**src/bus_pkg.sv**
```systemverilog
// bus transaction types
// requests as the hosts drive them, responses as they come back,
// and the tagged request that the arbiter hands to the region mapper

package bus_pkg;

	// one data word and one byte address
	typedef logic [31:0] data_t;
	typedef logic [31:0] addr_t;

	// which host a transaction belongs to
	typedef logic host_id_t;

	localparam host_id_t HOST0 = 1'b0;
	localparam host_id_t HOST1 = 1'b1;

	// request as a host drives it, held while valid waits for ready
	typedef struct packed {
		logic  we;
		addr_t addr;
		data_t wdata;
	} host_req_t;

	// single-cycle response to one host
	// rdata is zero for writes
	typedef struct packed {
		logic  valid;
		data_t rdata;
	} host_resp_t;

	// granted request tagged with its host
	typedef struct packed {
		host_req_t req;
		host_id_t  host_id;
	} bus_req_t;

	// cycles from the acceptance edge to the response valid
	localparam int RESP_LATENCY = 2;

endpackage

```
**src/bus_arbiter.sv**
```systemverilog
// round-robin arbiter for the two bus hosts
// grants one valid host per cycle, combinationally, and forwards its
// request tagged with the host id; when both ask, the host that lost
// last time wins

module bus_arbiter (
	input  logic                 clk_main,
	input  logic                 rst_n,

	input  bus_pkg::host_req_t   host0_req,
	input  logic                 host0_valid,
	output logic                 host0_ready,

	input  bus_pkg::host_req_t   host1_req,
	input  logic                 host1_valid,
	output logic                 host1_ready,

	output bus_pkg::bus_req_t    grant_req,
	output logic                 grant_valid
);

	// host granted on the most recent transfer
	bus_pkg::host_id_t last_grant;
	logic              pick1;

	// host1 wins when alone, or when host0 had the last turn
	always_comb begin
		pick1 = 1'b0;
		if (host1_valid) begin
			if (!host0_valid) begin
				pick1 = 1'b1;
			end else if (last_grant == bus_pkg::HOST0) begin
				pick1 = 1'b1;
			end
		end
	end

	assign host0_ready = host0_valid && !pick1;
	assign host1_ready = pick1;

	// the mapper never stalls, so any valid host transfers this cycle
	assign grant_valid = host0_valid || host1_valid;

	always_comb begin
		if (pick1) begin
			grant_req.req     = host1_req;
			grant_req.host_id = bus_pkg::HOST1;
		end else begin
			grant_req.req     = host0_req;
			grant_req.host_id = bus_pkg::HOST0;
		end
	end

	// pretend host1 went last so host0 takes the first contested cycle
	always_ff @(posedge clk_main) begin
		if (!rst_n) begin
			last_grant <= bus_pkg::HOST1;
		end else if (grant_valid) begin
			last_grant <= grant_req.host_id;
		end
	end

endmodule

```
**config.mk**
```make
export PLATFORM = sky130hd
export DESIGN_NAME = bus_arbiter
export DESIGN_NICKNAME = d
export VERILOG_FILES = /design/src/bus_pkg.sv /design/src/bus_arbiter.sv
export SDC_FILE = /design/constraint.sdc
export NUM_CORES = 1
export LEC_CHECK = 0
export BUFFER_PORTS_ARGS = -buffer_cell sky130_fd_sc_hd__buf_4
export CAP_MARGIN = 40
export CORE_AREA = 5 5 76 78
export CTS_CLUSTER_SIZE = 24
export DETAILED_ROUTE_END_ITERATION = 8
export DIE_AREA = 0 0 81 83
export PLACE_DENSITY = 0.69
export SYNTH_ARGS = -nofsm -noshare
export SYNTH_HDL_FRONTEND = slang
export SYNTH_SLANG_ARGS = --single-unit
```
**constraint.sdc**
```tcl
create_clock -name clk_main -period 4.1 [get_ports clk_main]
set_clock_uncertainty 0.15 [all_clocks]
set_input_delay 0.205 -clock clk_main [delete_from_list [all_inputs] [get_ports clk_main]]
set_output_delay 0.205 -clock clk_main [all_outputs]
set_load 0.02 [all_outputs]
```
Word-level counts from Yosys, hierarchy flattened:

Cells that the tools add are included.

* register bits: 1
* input port bits: 134
* output and inout port bits: 69
* word-level logic and storage cells: 8

* mux-type cells: 4
* reduce and logical (&&, ||, !) cells: 3

Operator list (number)
* two-way mux 66 bit: 1
* two-way mux 1 bit: 3
* logical AND 1 bit: 1
* zero test 1 bit: 1
* logical OR 1 bit: 1

Longest topological paths before layout:

* word-level depth: 5
* depth in mapped cells: 4
* depth with buffers taken out: 2

Worst setup path after synthesis:

Ideal clock, no wire load.

* path kind: flip-flop to output port
* start point: reg last_grant
* end point: out grant_req[55] (netlist bit)
* arrival: 1.145 ns
* required time: 3.745 ns
* setup slack: 2.600 ns
* cell stages (with the launch flop): 5
* path buffers: 2
* cell sequence: dfxtp_1 > a21boi_4 > buf_8 > buf_12 > mux2_4

RTL lines
* from (decl): RTL line bus_arbiter.sv:23 `bus_pkg::host_id_t last_grant;`
* from (signal assigned): RTL line bus_arbiter.sv:57 `last_grant <= bus_pkg::HOST1;`
* from (signal assigned): RTL line bus_arbiter.sv:59 `last_grant <= grant_req.host_id;`
* to (decl): RTL line bus_arbiter.sv:18 `output bus_pkg::bus_req_t grant_req,`

==> impl_metrics.json <==
{
  "design.portCount": 203,
  "syn_area_um2": 1060,
  "timing.critical_path.required_ns": 3.74,
  "synthDominantAreaCellType": "sky130_fd_sc_hd__mux2_4",
  "drt_pass1_iterations": 2,
  "fp-row-count": 26,
  "path_delay_family": "buffers and inverters",
  "port_buffers": 202,
  "number_of_buffers_inserted_for_hold_repair_after_clock_tree_synthesis": 0,
  "synth_seq_area_share": 0.0188,
  "finalMaxSlewViolations": 0,
  "yosys-mux-area-fraction": 0.825,
  "clk_transition_reported_paths_ns": 0,
  "synth_top_area_share": 0.550,
  "max_stage_delay_ns": 0.50,
  "gpl.final_weighted_congestion": 0.735,
  "design.core.area_um2": 5010,
  "largest_registers": "last_grant x1",
  "timing.setup.critical_path_class": "input pin to output pin",
  "fin_tns_setup_ns": 0,
  "grt_pass1_wl_um": 8220,
  "flow.area_growth_from_synthesis_pct": 141,
  "final_layout_size_suffix_gt1_frac": 0.982,
  "synth.most_common_cell": "sky130_fd_sc_hd__mux2_4",
  "detail_route.iter0.violations": 25,
  "drcViolationCount": 0,
  "floorplan.initialDensity": 0.213,
  "edff_count_synth": 0,
  "critPathSlowestCell": "sky130_fd_sc_hd__buf_4",
  "drt-wirelength-per-cell_um": 16.6,
  "fin_crit_sh": 0.465,
  "ant_nets": 0,
  "chipHeight_um": 83,
  "largest_register": "last_grant",
  "antenna_found_initial": 0,
  "status": "complete, no violations",
  "clock_insertion_delay_worst_skew_ns": 0,
  "first_global_vias": 1649,
  "layout_setup_ws_ns": 2.19,
  "worst_slew_pin_slew_ns": 0.567,
  "vias": 1441,
  "total_number_of_yosys_warnings": 0,
  "whs_endpoint": "last_grant",
  "wl_um": 5750,
  "min_delay_path_depth": 2,
  "hpwl_um": 5320,
  "largest_family_of_logic_cells_by_synthesized_area": "multiplexers",
  "min_from": "rst_n",
  "post_synth_and_or_nand_nor_area_fraction": 0.0282,
  "synth.distinct_cells": 11,
  "num-nets-final": 412,
  "cts_post_setup_buffers_inserted": 0,
  "grt-ovfl-total": 0,
  "worstPathCellList": "buf_4 -> a21boi_4 -> buf_4 -> mux2_2 -> buf_4",
  "tot_gr_track_use": 0.151,
  "avgSynthCellArea_um2": 13.3,
  "crit_fanout": 40,
  "crit_top_cell": "sky130_fd_sc_hd__buf_4",
  "die_w_um": 81,
  "min_path_type": "input pin to flop",
  "post_drt_via_cell_ratio": 4.16,
  "cellLeakagePower_nw": 1.41,
  "worst_setup_path_end_kind": "output pin",
  "diode_count": 0,
  "rsz_0062_raised_after_global_routing": "no",
  "yosys-top-cells-area": "sky130_fd_sc_hd__mux2_4 55%, sky130_fd_sc_hd__mux2_2 27%, sky130_fd_sc_hd__buf_12 7.5%, sky130_fd_sc_hd__buf_4 2.1%, sky130_fd_sc_hd__dfxtp_1 1.9%",
  "post_synth_inst_count": 80,
  "timing.slew.headroom": 0.622,
  "max_clock_freq_ghz": 0.524,
  "finalHoldViolations": 0,
  "worst_r2r_endpoint": "last_grant",
  "grt_max_degree": 41,
  "preCtsSetupSlack_ns": 2.17,
  "async_flop_share": 0,
  "worst_r2r_startpoint": "last_grant",
  "final.min_clock_period_ns": 1.91,
  "dieArea_um2": 6720,
  "startpoint_types": "input pin",
  "synth.top_cells.by_count": "39 x sky130_fd_sc_hd__mux2_4, 26 x sky130_fd_sc_hd__mux2_2, 4 x sky130_fd_sc_hd__buf_12",
  "cap_violations": 0,
  "arrival_ns": 1.55,
  "powerDensity_nw_per_um2": 153,
  "crit_buf_inv": 3,
  "vdd.ir_drop.worst_uv": 95.3,
  "synth_seq_cells": 1,
  "post_synthesis_net_count": 214,
  "register_to_register_setup_slack_ns": 3.24,
  "setup_viol_count_final": 0,
  "timing.reg2reg.worst_path_depth": 2,
  "postSynth.topFlopCell": "sky130_fd_sc_hd__dfxtp_1",
  "cts_resized": 0,
  "synth_compound_gate_area_share": 0.0176,
  "share_of_the_synthesized_netlist_area_taken_by_xor_and_xnor_gates": 0,
  "flip_flop_count_of_the_largest_register_after_layout": 1,
  "yosys.area_share.adder": 0
}
metrics by stage:
step	hold slack, ns	cell area, um^2	total power, mW	util	instances
floorplan	0.127	1060	0.216	-	80
global placement	0.248	2570	0.395	0.512	346
detailed placement	0.263	2570	0.398	0.512	346
CTS	0.263	2570	0.399	0.512	346
global route	0.292	2570	0.417	0.512	346
finish	0.256	2570	0.394	0.512	346
per-layer routing:
| layer | GRT usage | part of all wire | up-vias |
|---|---|---|---|
| met5 | 0 | 0 | - |
| met2 | 0.293 | 0.51 | 120 |
| met3 | 0.0768 | 0.18 | 2 |
| li1 | - | - | 693 |
| met4 | 0.00614 | 0.0047 | 0 |
| met1 | 0.146 | 0.30 | 626 |
area by class of cell:
type / instances / area, um^2
fillers: 489 / 2440
multi-input cells: 71 / 927
flip-flops and latches: 1 / 20.0
repair buffers: 204 / 1530
well taps: 70 / 87.6
where the power goes:
part	switching, mW	internal, mW	total [mW]
Combinational	0.156	0.227	0.382
Clock	0	0	0
Sequential	0.000886	0.0107	0.0116
Total	0.156	0.237	0.394
cell usage in the layout (no fill, tap or decap):
| cell | synthesis | layout |
|---|---|---|
| sky130_fd_sc_hd__dfxtp_1 | 1 | 1 |
| sky130_fd_sc_hd__and2_1 | 1 | 1 |
| sky130_fd_sc_hd__a21boi_4 | 1 | 1 |
| sky130_fd_sc_hd__buf_4 | 3 | 204 |
| sky130_fd_sc_hd__nand2b_1 | 2 | 2 |
| sky130_fd_sc_hd__mux2_4 | 39 | 39 |
| sky130_fd_sc_hd__or2_2 | 1 | 1 |
| sky130_fd_sc_hd__mux2_2 | 26 | 26 |
| sky130_fd_sc_hd__nand3_1 | 1 | 1 |
worst reg2reg max path: cells and delay by family (launching register included):
family           cells  cell delay (ns)
flip-flops           1             0.36
AND/OR/NAND/NOR      2             0.22
cells by family (layout without fill, tap and decap cells):
logic type | after synthesis | in the layout
muxes | 65 | 65
buffers and inverters | 8 | 204
and+or+nand+nor | 5 | 5
AOI/OAI and AO/OA | 1 | 1
DFF | 1 | 1
worst max path at each step:
stage                     start       endpoint  cells after the start
global placement    host0_valid   grant_req[1]                      5
CTS                 host0_valid   grant_req[1]                      5
floorplan            last_grant  grant_req[55]                      4
detailed placement  host0_valid   grant_req[1]                      5
finish              host0_valid   grant_req[1]                      5
global route        host0_valid   grant_req[1]                      5
Note: power is estimated with default switching activity, not from simulation.
