[config.mk]
export PLATFORM = sky130hd
export DESIGN_NAME = region_mapper
export DESIGN_NICKNAME = d
export VERILOG_FILES = /design/src/bus_pkg.sv /design/src/map_pkg.sv /design/src/region_mapper.sv
export SDC_FILE = /design/constraint.sdc
export NUM_CORES = 1
export LEC_CHECK = 0
export CORE_AREA = 8 8 115 117
export CTS_CLUSTER_SIZE = 8
export DETAILED_ROUTE_END_ITERATION = 12
export DIE_AREA = 0 0 123 125
export DONT_BUFFER_PORTS = 1
export PLACE_DENSITY = 0.41
export SLEW_MARGIN = 20
export SYNTH_ARGS = -nofsm -noshare
export SYNTH_HDL_FRONTEND = slang
export SYNTH_SLANG_ARGS = --single-unit
[constraint.sdc]
create_clock -name clk_main -period 0.94 [get_ports clk_main]
set_input_delay 0.188 -clock clk_main [delete_from_list [all_inputs] [get_ports clk_main]]
set_output_delay 0.188 -clock clk_main [all_outputs]
set_load 0.005 [all_outputs]
[src/bus_pkg.sv]
// bus transaction types
// requests as the hosts drive them, responses as they come back,
// and the tagged request that the arbiter hands to the region mapper

package bus_pkg;

	// one data word and one byte address
	typedef logic [31:0] data_t;
	typedef logic [31:0] addr_t;

	// which host a transaction belongs to
	typedef logic host_id_t;

	localparam host_id_t HOST0 = 1'b0;
	localparam host_id_t HOST1 = 1'b1;

	// request as a host drives it, held while valid waits for ready
	typedef struct packed {
		logic  we;
		addr_t addr;
		data_t wdata;
	} host_req_t;

	// single-cycle response to one host
	// rdata is zero for writes
	typedef struct packed {
		logic  valid;
		data_t rdata;
	} host_resp_t;

	// granted request tagged with its host
	typedef struct packed {
		host_req_t req;
		host_id_t  host_id;
	} bus_req_t;

	// cycles from the acceptance edge to the response valid
	localparam int RESP_LATENCY = 2;

endpackage

[src/map_pkg.sv]
// address map of the shared bus
// bit 31 picks main memory or the MMIO region; the MMIO view splits
// the rest into a device select and a word index

package map_pkg;

	localparam logic REGION_MAIN = 1'b0;
	localparam logic REGION_MMIO = 1'b1;

	typedef logic [3:0] sel_t;
	typedef logic [9:0] mmio_index_t;

	// mmio device selects, bits 15..12
	localparam sel_t SEL_SCRATCH = 4'd0;
	localparam sel_t SEL_GPIO    = 4'd1;

	// word indices inside the gpio block
	localparam mmio_index_t GPIO_LED = 10'd0;
	localparam mmio_index_t GPIO_SW  = 10'd1;

	typedef logic [3:0] led_t;
	typedef logic [1:0] sw_t;

	// main memory sees a plain word index
	typedef struct packed {
		logic        region;
		logic [28:0] word;
		logic [1:0]  byte_off;
	} main_view_t;

	typedef struct packed {
		logic        region;
		logic [14:0] rsvd;
		sel_t        sel;
		mmio_index_t index;
		logic [1:0]  byte_off;
	} mmio_view_t;

	typedef union packed {
		main_view_t main;
		mmio_view_t mmio;
	} map_addr_u;

endpackage

[src/region_mapper.sv]
// region mapper
// sends each granted request to main memory or the MMIO block by
// address bit 31, remembers host and region for the cycle the region
// needs, then loads the answer into that host's response register

module region_mapper #(
	parameter int MEM_AW = 10
) (
	input  logic                 clk_main,
	input  logic                 rst_n,

	input  bus_pkg::bus_req_t    grant_req,
	input  logic                 grant_valid,

	output logic                 ram_valid,
	output logic                 ram_we,
	output logic [MEM_AW-1:0]    ram_index,
	output bus_pkg::data_t       ram_wdata,
	input  bus_pkg::data_t       ram_rdata,

	output logic                 mmio_valid,
	output logic                 mmio_we,
	output map_pkg::map_addr_u   mmio_addr,
	output bus_pkg::data_t       mmio_wdata,
	input  bus_pkg::data_t       mmio_rdata,

	output bus_pkg::host_resp_t  host0_resp,
	output bus_pkg::host_resp_t  host1_resp
);

	// request waiting on its region's registered read
	typedef struct packed {
		logic              valid;
		bus_pkg::host_id_t host;
		logic              mmio;
	} flight_t;

	map_pkg::map_addr_u dec;
	flight_t            flight;
	bus_pkg::data_t     resp_data;

	assign dec = grant_req.req.addr;

	// upper word bits beyond MEM_AW alias
	assign ram_valid = grant_valid && (dec.main.region == map_pkg::REGION_MAIN);
	assign ram_we    = grant_req.req.we;
	assign ram_index = dec.main.word[MEM_AW-1:0];
	assign ram_wdata = grant_req.req.wdata;

	assign mmio_valid = grant_valid && (dec.main.region == map_pkg::REGION_MMIO);
	assign mmio_we    = grant_req.req.we;
	assign mmio_addr  = dec;
	assign mmio_wdata = grant_req.req.wdata;

	always_ff @(posedge clk_main) begin
		if (!rst_n) begin
			flight.valid <= 1'b0;
		end else begin
			flight.valid <= grant_valid;
		end
		flight.host <= grant_req.host_id;
		flight.mmio <= (dec.main.region == map_pkg::REGION_MMIO);
	end

	assign resp_data = flight.mmio ? mmio_rdata : ram_rdata;

	always_ff @(posedge clk_main) begin
		if (!rst_n) begin
			host0_resp.valid <= 1'b0;
			host1_resp.valid <= 1'b0;
		end else begin
			host0_resp.valid <= flight.valid && (flight.host == bus_pkg::HOST0);
			host1_resp.valid <= flight.valid && (flight.host == bus_pkg::HOST1);
		end
		host0_resp.rdata <= resp_data;
		host1_resp.rdata <= resp_data;
	end

endmodule

Yosys cells after proc, flatten, opt, wreduce, memory -nomap -nowiden
Cells that the tools add are included.
Cells by class
  reductions and logical operators: 4
  mux-type cells: 1
  bitwise logic cells: 2
Operators with widths (count)
  $mux W32: 1
  $logic_and A1 B1 Y1: 4
  $not A1 Y1: 2
Storage, ports and cells
  output and inout bits: 176
  bits in registers: 37
  logic and storage cells: 13
  bits of input ports: 133

Logic depth before layout (Yosys ltp)
  depth in word-level cells: 2
  depth in mapped cells: 3
  depth with buffers taken out: 1

Worst setup path before layout
No wires, ideal clock.
  path kind: reg-to-reg
  from: register flight[0] in the netlist's numbering
  to: register host0_resp[0] in the netlist's numbering
  slack: -0.040 ns
  clock period less this slack: 0.980 ns
  cell stages (with the launch flop): 4
  arrival time: 0.858 ns
  data required time: 0.819 ns
  cell sequence: dfxtp_1 -> buf_6 -> buf_12 -> mux2_4
On the way
  cells in the longest elaborated chain, start to end: 1
Ends and longest elaborated chain
  start: declaration: line region_mapper.sv:39  | flight_t flight;
  $mux W32: line region_mapper.sv:65  | assign resp_data = flight.mmio ? mmio_rdata : ram_rdata;
  named net resp_data[0]: line region_mapper.sv:40  | bus_pkg::data_t resp_data;
  end: declaration: line region_mapper.sv:27  | output bus_pkg::host_resp_t host0_resp,
The timed path passes the listed nets, and every way through them passes these cells.
A chain may end at the register's enable or synchronous reset.

Worst setup path in the final report
  from: register flight[0] in the netlist's numbering
  to: register host0_resp[13] in the netlist's numbering
Same word-level chain as after synthesis.

==> results.py <==
metrics = {
    "run_status": {
        "run_status": "complete, but fails checks",
        "violations": "negative setup slack",
    },
    "setup_path": {
        "required_ns": 1.11,
        "r2r_slack_ns": -0.06,
        "slowest_stage": "dfxtp_4",
        "crit_path_start_kind": "flop",
        "worstSetupEndpointType": "flop",
        "reg2reg_depth": 2,
        "worstPathMaxFanout": 10,
        "cpPeakStageDelay_ns": 0.40,
        "critPathKind": "flop to flop",
        "crit_chain": "clkbuf_16 -> mux2_4",
        "arrival_ns": 1.17,
    },
    "routing": {
        "vias": 761,
        "drt_iter0_drc": 18,
        "drc_errors": 0,
        "postRouteAntennaNets": 0,
        "wl_mm": 5.33,
        "wire_per_inst_um": 22.8,
        "dr.pass1.iters": 2,
        "viasPerCell": 3.25,
    },
    "clock_tree": {
        "clockBufferDepth": 2,
        "cts_tree": "yes",
        "cts-htree-levels": 2,
        "clkSinkCount": 37,
        "path_clk_slew_ns": 0.06,
        "numCtsBuffers": 5,
        "clkLatencyLatePin_ns": 0.28,
        "post_cts.repair.setup_buffers": 0,
        "root_buffer": "clkbuf_16",
    },
    "floorplanning": {
        "rows": 40,
        "start_util": 0.204,
        "ios": 309,
        "die_h_um": 125,
        "dieArea_mm2": 0.0154,
        "dieWidth_um": 123,
        "coreArea_mm2": 0.0116,
    },
    "global_routing": {
        "top_usage_layer": "met2",
        "grt_pass1_vias": 979,
        "grt_max_degree": 21,
        "antenna_found_initial": 0,
        "grt_use_met1": 0.0440,
        "track_usage": 0.0637,
        "grt_first_pass_wirelength_mm": 6.83,
        "use_met2": 0.105,
        "grt_overflow": 0,
        "use_met3": 0.0509,
    },
    "finish": {
        "post-route-util": 0.144,
        "area_growth_pct": -29.7,
        "finalInstanceArea_mm2": 0.00167,
        "final_layout_size_suffix_gt1_frac": 0.529,
        "diodes": 0,
        "fin_nets": 219,
    },
    "timing": {
        "setup_viol": 31,
        "hold_viol": 0,
        "relSlewSlack": 0.882,
        "tightestPinTransition_ns": 0.177,
        "finalWorstSetupSlack_ns": -0.0640,
        "fin_crit_sh": 1.07,
        "slew_viol_final": 0,
        "period_minus_slack_ns": 1.00,
        "fmax_mhz": 996,
        "fin_skew_ns": 0.00258,
        "rsz0062_at_grt": "yes",
        "tns_ns": -1.43,
    },
    "pwr": {
        "leakage_uw": 0.000701,
        "clockPowerShare": 0.433,
        "seq_power_share": 0.497,
        "switchingPower_uw": 823,
        "power.density_mw_per_mm2": 2210,
        "combPwrFrac": 0.070,
        "power.internal_uw": 2860,
        "switching_share": 0.223,
        "vdd_drop_max_mv": 0.892,
    },
    "logic_synthesis": {
        "synthesis.nets": 351,
        "seq_area_frac_synth": 0.313,
        "synth_cell_types": 10,
        "synth_area_leader_cell": "buf_4",
        "syn_avg_cell_area_um2": 10.9,
        "synth.top_cell.area_share": 0.444,
        "synth.area.top_cells": "buf_4, dfxtp_1, mux2_4, buf_12, mux2_2",
        "synth_warnings": 0,
        "netlist_instances": 218,
        "ys_ff_latch": 37,
        "synth_area_mm2": 0.00237,
    },
    "place": {
        "portBuffers": 0,
        "postPlaceCellArea_mm2": 0.00147,
        "dp_worst_setup_slack_ns": -0.0868,
        "gp_congestion": 0.635,
    },
    "hold_path": {
        "hold_class": "primary input to flop",
        "hold_path_depth": 1,
    },
    "job": {
        "max_cap_viol_count": 0,
    },
}
-- timing repair --
item	CTS	global route
hold buffers	2	0
endpoints found under the setup margin	35	35
endpoints found under the hold margin	2	0
cloned	0	1
gates resized for setup	3	2
-- cells in the mapped netlist --
library cell  instances
dfxtp_1              37
mux2_2                2
buf_6                 1
and3b_1               1
buf_4               140
and2_1                2
and3_1                1
mux2_4               30
buf_12                3
nor2b_1               1
-- critical path, delay by kind of cell (launching register included) --
kind / cells / cell delay, ns
buf+inv: 1 / 0.19
flops: 1 / 0.40
mux: 1 / 0.30
-- power by group through the flow --
stage	registers, µW	clock network, µW	logic [µW]
global placement	1870	0	239
global route	1850	1730	275
CTS	1840	1660	250
detailed placement	1870	0	243
finish	1830	1590	258
floorplan	1790	0	775
-- flip-flops by register name (all words and copies together), names as in the netlist --
name and cells:
host0_resp 33, flight 3, host1_resp 1
-- cell usage in the layout, fill, tap and decap left out --
cell           synthesis  final
and2_1                 2      2
and3_1                 1      1
and3b_1                1      1
buf_12                 3      2
clkbuf_1               0      1
clkbuf_16              0      6
clkinv_2               0      2
dfxtp_1               37     33
dfxtp_2                0      3
dfxtp_4                0      1
dlygate4sd3_1          0      2
mux2_2                 2      1
mux2_4                30     31
nor2b_1                1      1
-- through the flow --
step,power [µW],instances,hold WS (ns)
final,3680,234,0.0291
after global routing,3860,234,0.0217
after global placement,2110,223,0.216
after detailed placement,2110,223,0.216
after floorplan,2570,218,0.216
after CTS,3750,233,0.0177
-- layer usage --
layer  wire, µm  vias to the layer above
met3       1040                       37
met2       2610                      151
li1           -                      280
met4        285                        0
met1       1390                      293
met5          0                        -
-- cell type report --
type / instances / area (µm²)
Clock buffer: 6 / 129
Fill cell: 1299 / 9940
Sequential cell: 37 / 748
Timing Repair Buffer: 5 / 85.1
Multi-Input combinational cell: 37 / 510
Tap cell: 147 / 184
Clock inverter: 2 / 10.0
-- logic make-up (layout without fill, tap and decap cells) --
family	Yosys count	in the layout	share of synthesized area
flip-flops	37	37	0.313
AND/OR/NAND/NOR	5	5	0.0143
multiplexers	32	32	0.200
buffers and inverters	144	13	0.474
-- worst paths after layout --
path / startpoint / end
setup / recovery: flight[0] / host0_resp[13]
hold / removal: grant_valid / flight[2]
setup reg to reg: flight[0] / host0_resp[13]
hold reg to reg: flight[2] / host1_resp[32]
(Power assumes the default switching activity.)
