### src/bus_pkg.sv
// bus transaction types
// requests as the hosts drive them, responses as they come back,
// and the tagged request that the arbiter hands to the region mapper

package bus_pkg;

	// one data word and one byte address
	typedef logic [31:0] data_t;
	typedef logic [31:0] addr_t;

	// which host a transaction belongs to
	typedef logic host_id_t;

	localparam host_id_t HOST0 = 1'b0;
	localparam host_id_t HOST1 = 1'b1;

	// request as a host drives it, held while valid waits for ready
	typedef struct packed {
		logic  we;
		addr_t addr;
		data_t wdata;
	} host_req_t;

	// single-cycle response to one host
	// rdata is zero for writes
	typedef struct packed {
		logic  valid;
		data_t rdata;
	} host_resp_t;

	// granted request tagged with its host
	typedef struct packed {
		host_req_t req;
		host_id_t  host_id;
	} bus_req_t;

	// cycles from the acceptance edge to the response valid
	localparam int RESP_LATENCY = 2;

endpackage

### src/map_pkg.sv
// address map of the shared bus
// bit 31 picks main memory or the MMIO region; the MMIO view splits
// the rest into a device select and a word index

package map_pkg;

	localparam logic REGION_MAIN = 1'b0;
	localparam logic REGION_MMIO = 1'b1;

	typedef logic [3:0] sel_t;
	typedef logic [9:0] mmio_index_t;

	// mmio device selects, bits 15..12
	localparam sel_t SEL_SCRATCH = 4'd0;
	localparam sel_t SEL_GPIO    = 4'd1;

	// word indices inside the gpio block
	localparam mmio_index_t GPIO_LED = 10'd0;
	localparam mmio_index_t GPIO_SW  = 10'd1;

	typedef logic [3:0] led_t;
	typedef logic [1:0] sw_t;

	// main memory sees a plain word index
	typedef struct packed {
		logic        region;
		logic [28:0] word;
		logic [1:0]  byte_off;
	} main_view_t;

	typedef struct packed {
		logic        region;
		logic [14:0] rsvd;
		sel_t        sel;
		mmio_index_t index;
		logic [1:0]  byte_off;
	} mmio_view_t;

	typedef union packed {
		main_view_t main;
		mmio_view_t mmio;
	} map_addr_u;

endpackage

### src/mmio_block.sv
// MMIO region
// scratch RAM at select 0 and a small GPIO block at select 1,
// LED register and switch input, behind one registered read port;
// unmapped words read zero and drop writes

module mmio_block #(
	parameter int SCRATCH_AW = 6
) (
	input  logic                 clk_main,
	input  logic                 rst_n,

	input  logic                 valid,
	input  logic                 we,
	input  map_pkg::map_addr_u   addr,
	input  bus_pkg::data_t       wdata,
	output bus_pkg::data_t       rdata,

	input  map_pkg::sw_t         sw,
	output map_pkg::led_t        led
);

	localparam int SCRATCH_DEPTH = 2 ** SCRATCH_AW;

	map_pkg::sel_t         sel;
	map_pkg::mmio_index_t  index;
	logic [SCRATCH_AW-1:0] scratch_index;
	logic                  scratch_hit;
	logic                  led_hit;
	logic                  sw_hit;

	bus_pkg::data_t scratch_mem [SCRATCH_DEPTH];

	assign sel           = addr.mmio.sel;
	assign index         = addr.mmio.index;
	assign scratch_index = index[SCRATCH_AW-1:0];

	// scratch only covers the low part of the index range
	assign scratch_hit = (sel == map_pkg::SEL_SCRATCH) && ((index >> SCRATCH_AW) == '0);
	assign led_hit     = (sel == map_pkg::SEL_GPIO) && (index == map_pkg::GPIO_LED);
	assign sw_hit      = (sel == map_pkg::SEL_GPIO) && (index == map_pkg::GPIO_SW);

	always_ff @(posedge clk_main) begin
		if (valid && we && scratch_hit) begin
			scratch_mem[scratch_index] <= wdata;
		end
	end

	// led pins take the low nibble of the written word
	always_ff @(posedge clk_main) begin
		if (!rst_n) begin
			led <= '0;
		end else if (valid && we && led_hit) begin
			led <= wdata[3:0];
		end
	end

	// switch word takes the pins as they are at the acceptance edge
	always_ff @(posedge clk_main) begin
		rdata <= '0;
		if (valid && !we) begin
			if (scratch_hit) begin
				rdata <= scratch_mem[scratch_index];
			end else if (led_hit) begin
				rdata <= bus_pkg::data_t'(led);
			end else if (sw_hit) begin
				rdata <= bus_pkg::data_t'(sw);
			end
		end
	end

endmodule

### config.mk
export PLATFORM = sky130hd
export DESIGN_NAME = mmio_block
export DESIGN_NICKNAME = d
export VERILOG_FILES = /design/src/bus_pkg.sv /design/src/map_pkg.sv /design/src/mmio_block.sv
export SDC_FILE = /design/constraint.sdc
export NUM_CORES = 2
export LEC_CHECK = 0
export CAP_MARGIN = 0
export CORE_MARGIN = 2
export CORE_UTILIZATION = 51
export CTS_CLUSTER_SIZE = 25
export DETAILED_ROUTE_END_ITERATION = 10
export DONT_BUFFER_PORTS = 1
export HOLD_SLACK_MARGIN = 0.08
export PLACE_DENSITY = 0.66
export SETUP_SLACK_MARGIN = 0.1
export SKIP_LAST_GASP = 1
export SLEW_MARGIN = 40
export SYNTH_ARGS = -nofsm -noshare
export SYNTH_HDL_FRONTEND = slang
export SYNTH_SLANG_ARGS = --single-unit
### constraint.sdc
create_clock -name clk_main -period 12 [get_ports clk_main]
set_input_delay 2.4 -clock clk_main [delete_from_list [all_inputs] [get_ports clk_main]]
set_output_delay 2.4 -clock clk_main [all_outputs]
set_load 0.03 [all_outputs]
# Word level (Yosys, flattened, before mapping)

Memories as Yosys holds them, arrays and structs flattened.
Index checks and enable logic that the tools add are counted.

Equality and inequality tests: 2
Muxes and demuxes: 5
Reductions and logical operators: 11

Operators with widths:

| kind                                            | number |
|---|---|
| two-way mux 32 bit                              | 1 |
| logical NOT 10 bit                              | 2 |
| == test 10 x 1 -> 1 bit (second input constant) | 1 |
| logical AND 1 bit                               | 7 |
| == test 4 x 1 -> 1 bit (second input constant)  | 1 |
| logical NOT 4 bit                               | 1 |
| two-way mux 4 bit                               | 1 |
| two-way mux 1 bit                               | 2 |
| two-way mux 2 bit                               | 1 |
| logical NOT 1 bit                               | 1 |

Register bits: 36
Bits in writable memories: 2048
Bits of input ports: 70
Output and inout bits: 36
Logic and storage cells: 21
Memories kept: 1

Memories:

| memory      | depth | width | rd ports | clocked after Yosys merged registers in | wr ports | RTL line         | text |
|---|---|---|---|---|---|---|---|
| scratch_mem | 64    | 32    | 1        | 0                                       | 1        | mmio_block.sv:31 | `bus_pkg::data_t scratch_mem [SCRATCH_DEPTH];` |

# Depth between registers and ports, before layout

Word-level depth: 5
Mapped depth: 11
Gate-level depth less buffers: 6

# Worst setup path before layout

OpenSTA, ideal clock, no wires.

Kind: in2reg
From: input addr[4] (netlist bit)
To: memory scratch_mem[14][0] (netlist bit), enable pin
Library setup time: 0.421 ns
Arrival time: 5.048 ns
Required time: 11.579 ns
Slack: 6.530 ns
Stages on the path: 9
Buffers on the path: 7
Cells stage by stage: buf_6 > buf_6 > buf_6 > buf_6 > buf_6 > buf_4 > buf_2 > nand3_1 > nor2_1

RTL lines:

| item        | RTL line         | text |
|---|---|---|
| from (decl) | mmio_block.sv:14 | `input map_pkg::map_addr_u addr,` |
| to (decl)   | mmio_block.sv:31 |  |

No word-level cell before the write port.

# Final worst setup path

From: input addr[4] (netlist bit)
To: register rdata[22]

Longest elaborated chain between the ends: 2

Ends and longest elaborated chain:

| item                 | RTL line         | text |
|---|---|---|
| memory (64 x 32 bit) | -                |  |
| two-way mux 32 bit   | mmio_block.sv:61 | `if (scratch_hit) begin` |
| to (signal assigned) | mmio_block.sv:62 | `rdata <= scratch_mem[scratch_index];` |
| to (signal assigned) | mmio_block.sv:64 | `rdata <= bus_pkg::data_t'(led);` |
| to (signal assigned) | mmio_block.sv:66 | `rdata <= bus_pkg::data_t'(sw);` |
| to (decl)            | mmio_block.sv:16 | `output bus_pkg::data_t rdata,` |

No other way between the ends.
A chain may end at the register's enable or synchronous reset.

==> qor.csv <==
metric;value;unit
outcome;finished, violations left;
violated checks;slew limit;
Crit path required time;12710;ps
Hold Fails Final Rpt;0;
root buf cell;clkbuf_16;
worst skew pair latency;840;ps
post-synthesis sequential area ratio;77.6;%
minimum clock period;5910;ps
area share of the largest cell type after synthesis;76.7;%
die width;400;µm
area of the multi-input gates;16700;µm²
CP Class;in -> reg;
Detailed Place HPWL;132000;µm
Starting DRT DRC Count;8466;
Layout area overhead;11.0;%
async set-reset flop share out of synthesis;0;%
mapped cell area;80100;µm²
Placed Cells;6060;
CP Capture Type;flop;
CTS H-tree depth;4;
Cells after Synth;4158;
Setup WS pre-CTS;6110;ps
NetSw;3000;µW
PD cells;165;nW/µm²
Post-Route WL;253000;µm
Via Count;45200;
Clk pin slew, worst setup/hold paths;60;ps
max_slew headroom;-4.80;%
Yosys top cell by area;edfxtp_1;
Sink Count;2084;
row count;145;
post-CTS sizing;0;
Total Power;14700;µW
number of global-route vias before repair;43000;
hold crit path type;reg -> reg;
Final ANT Viol Nets;0;
hold buffers post-CTS;0;
Max Cap Violations;0;
CTS tree;done;
final net count;4273;
Main synth FF type;edfxtp_1;
RD Place Congestion;0.844;
total global routing track utilization;31.3;%
most common cell in the synthesized netlist;edfxtp_1;
top cells by area, synth;edfxtp_1 77%, mux4_2 4.6%, mux2i_1 3.2%, a221oi_1 2.1%, mux2_2 2.0%;
number of synthesized flops with an enable pin;2048;
full die area;160000;µm²
type of origin of the critical path;primary input;
Sw Ratio;20.5;%
critical path arrival;6620;ps
die height;400;µm
initial antenna violation count;10;
vias per cell;7.03;
Register Area;62200;µm²
Fill cells;11400;
Num CTS Buffers;198;
Core Footprint;156000;µm²
Post-CTS Setup Bufs;0;
IO Count;106;
first-pass GRT wire length;347000;µm
Slew Viols, Final;48;
largest net degree at the start of global routing;557;
Syn Nets;4228;
worst slew pin tran;1570;ps
Sequential Power Share;54.4;%
FMAX;0.169;GHz
CP max FO;556;
Final setup viols;0;
Initial Util;51.3;%
gr ovfl total;0;
leakage;0.0278;µW
drt drc;0;
fin worst setup slack;6090;ps
number of port buffers;0;
CTS Buffer Depth;3;
Final Skew;30.4;ps
setup_tns;0;ps
Int Pwr;11700;µW
Mean Syn Cell Area;19.3;µm²
RSZ-0062 raised after global routing;false;
clock share of power;42.1;%
Yosys reg bits;2084;
Tcrit/Tclk final;49.3;%
share of post-route cells with drive strength above 1;19.3;%
peak supply drop;0.136;mV
Post-Layout Cell Count;6432;
Yosys warning count;0;
Synth top cells by count;2048 x edfxtp_1, 255 x mux2i_1, 193 x a221oi_1;
Comb pwr share;3.5;%
WL/cell;39.4;µm
Unique masters post-synth;77;
Pre-antenna DRT Iters;6;
==> per-layer routing <==
metal	vias to the layer above	wire length [µm]	track usage, %
li1	17500	-	-
met1	23400	91200	43.2
met2	3701	114000	47.0
met3	602	36600	8.90
met4	8	12100	13.2
met5	-	55	0
==> worst paths after layout <==
path / from / to / slack, ps / depth (start not counted)
worst min register to register: led[0] / led[0] / 700 / 2
worst max-delay path: addr[4] / rdata[22] / 6090 / 7
worst min-delay path: led[0] / led[0] / 700 / 2
worst max register to register: scratch_mem[39][1] / rdata[1] / 9490 / 5
==> logic make-up (layout without fill, tap and decap cells) <==
family	count (synthesis)	count (layout)	share of synthesized area (%)
flip-flops	2084	2084	77.6
AND/OR/NAND/NOR	358	358	2.02
AO/OA/AOI/OAI	856	856	7.98
other	0	4	0
multiplexers	574	574	10.0
buffers and inverters	286	498	2.34
==> flip-flops by register name (all words and copies together), names as in the netlist <==
signal and flops:
scratch_mem 2048, rdata 32, led 4
==> critical path: stages <==
cell      delay, ps
nor2_4         1210
buf_4           880
a221oi_1        240
o22ai_1         480
a22o_1          240
a21oi_1          40
a31oi_1         350
==> power by group through the flow <==
| stage | Combinational, µW | Sequential (µW) | Clock, µW |
|---|---|---|---|
| final | 510 | 7980 | 6170 |
| after global routing | 512 | 7980 | 6470 |
| after CTS | 487 | 7980 | 6200 |
| after detailed placement | 485 | 8140 | 0 |
| after global placement | 482 | 8140 | 0 |
| after floorplan | 389 | 8140 | 0 |
==> stage by stage <==
| step | area, µm² | hold slack, ps | utilization (%) |
|---|---|---|---|
| after floorplan | 80100 | 595 | - |
| after global placement | 82400 | 665 | 52.7 |
| after detailed placement | 82600 | 696 | 52.8 |
| after CTS | 88900 | 702 | 56.9 |
| after global routing | 88900 | 727 | 56.9 |
| final | 88900 | 700 | 56.9 |
==> final cells by class <==
class	instances	area share, %
antenna	4	0.0113
clock buffer	255	6.01
clock inverter	112	1.13
inverter	3	0.0225
multi-input combinational	1788	18.8
sequential	2084	70.0
tap	2058	2.90
timing repair buffer	128	1.21
==> cell usage in the layout, fill, tap and decap left out, types with 14 or more instances in the layout <==
master     instances
clkinv_1          43
mux2i_1          254
mux4_2           165
a31oi_1           44
mux2_2           144
a22o_1            27
a22oi_1          171
a221oi_1         193
bufinv_16         16
clkbuf_1          44
clkinv_2          38
a21oi_1           81
edfxtp_1        2048
o21ai_0           75
a211oi_1          17
nand3_1           31
nor2_4            69
dfxtp_1           36
clkbuf_16        202
nor3_1            14
buf_4            119
nor2_1            69
nand2_1          100
a221o_1           29
o22ai_1          106
(Power assumes the default switching activity.)
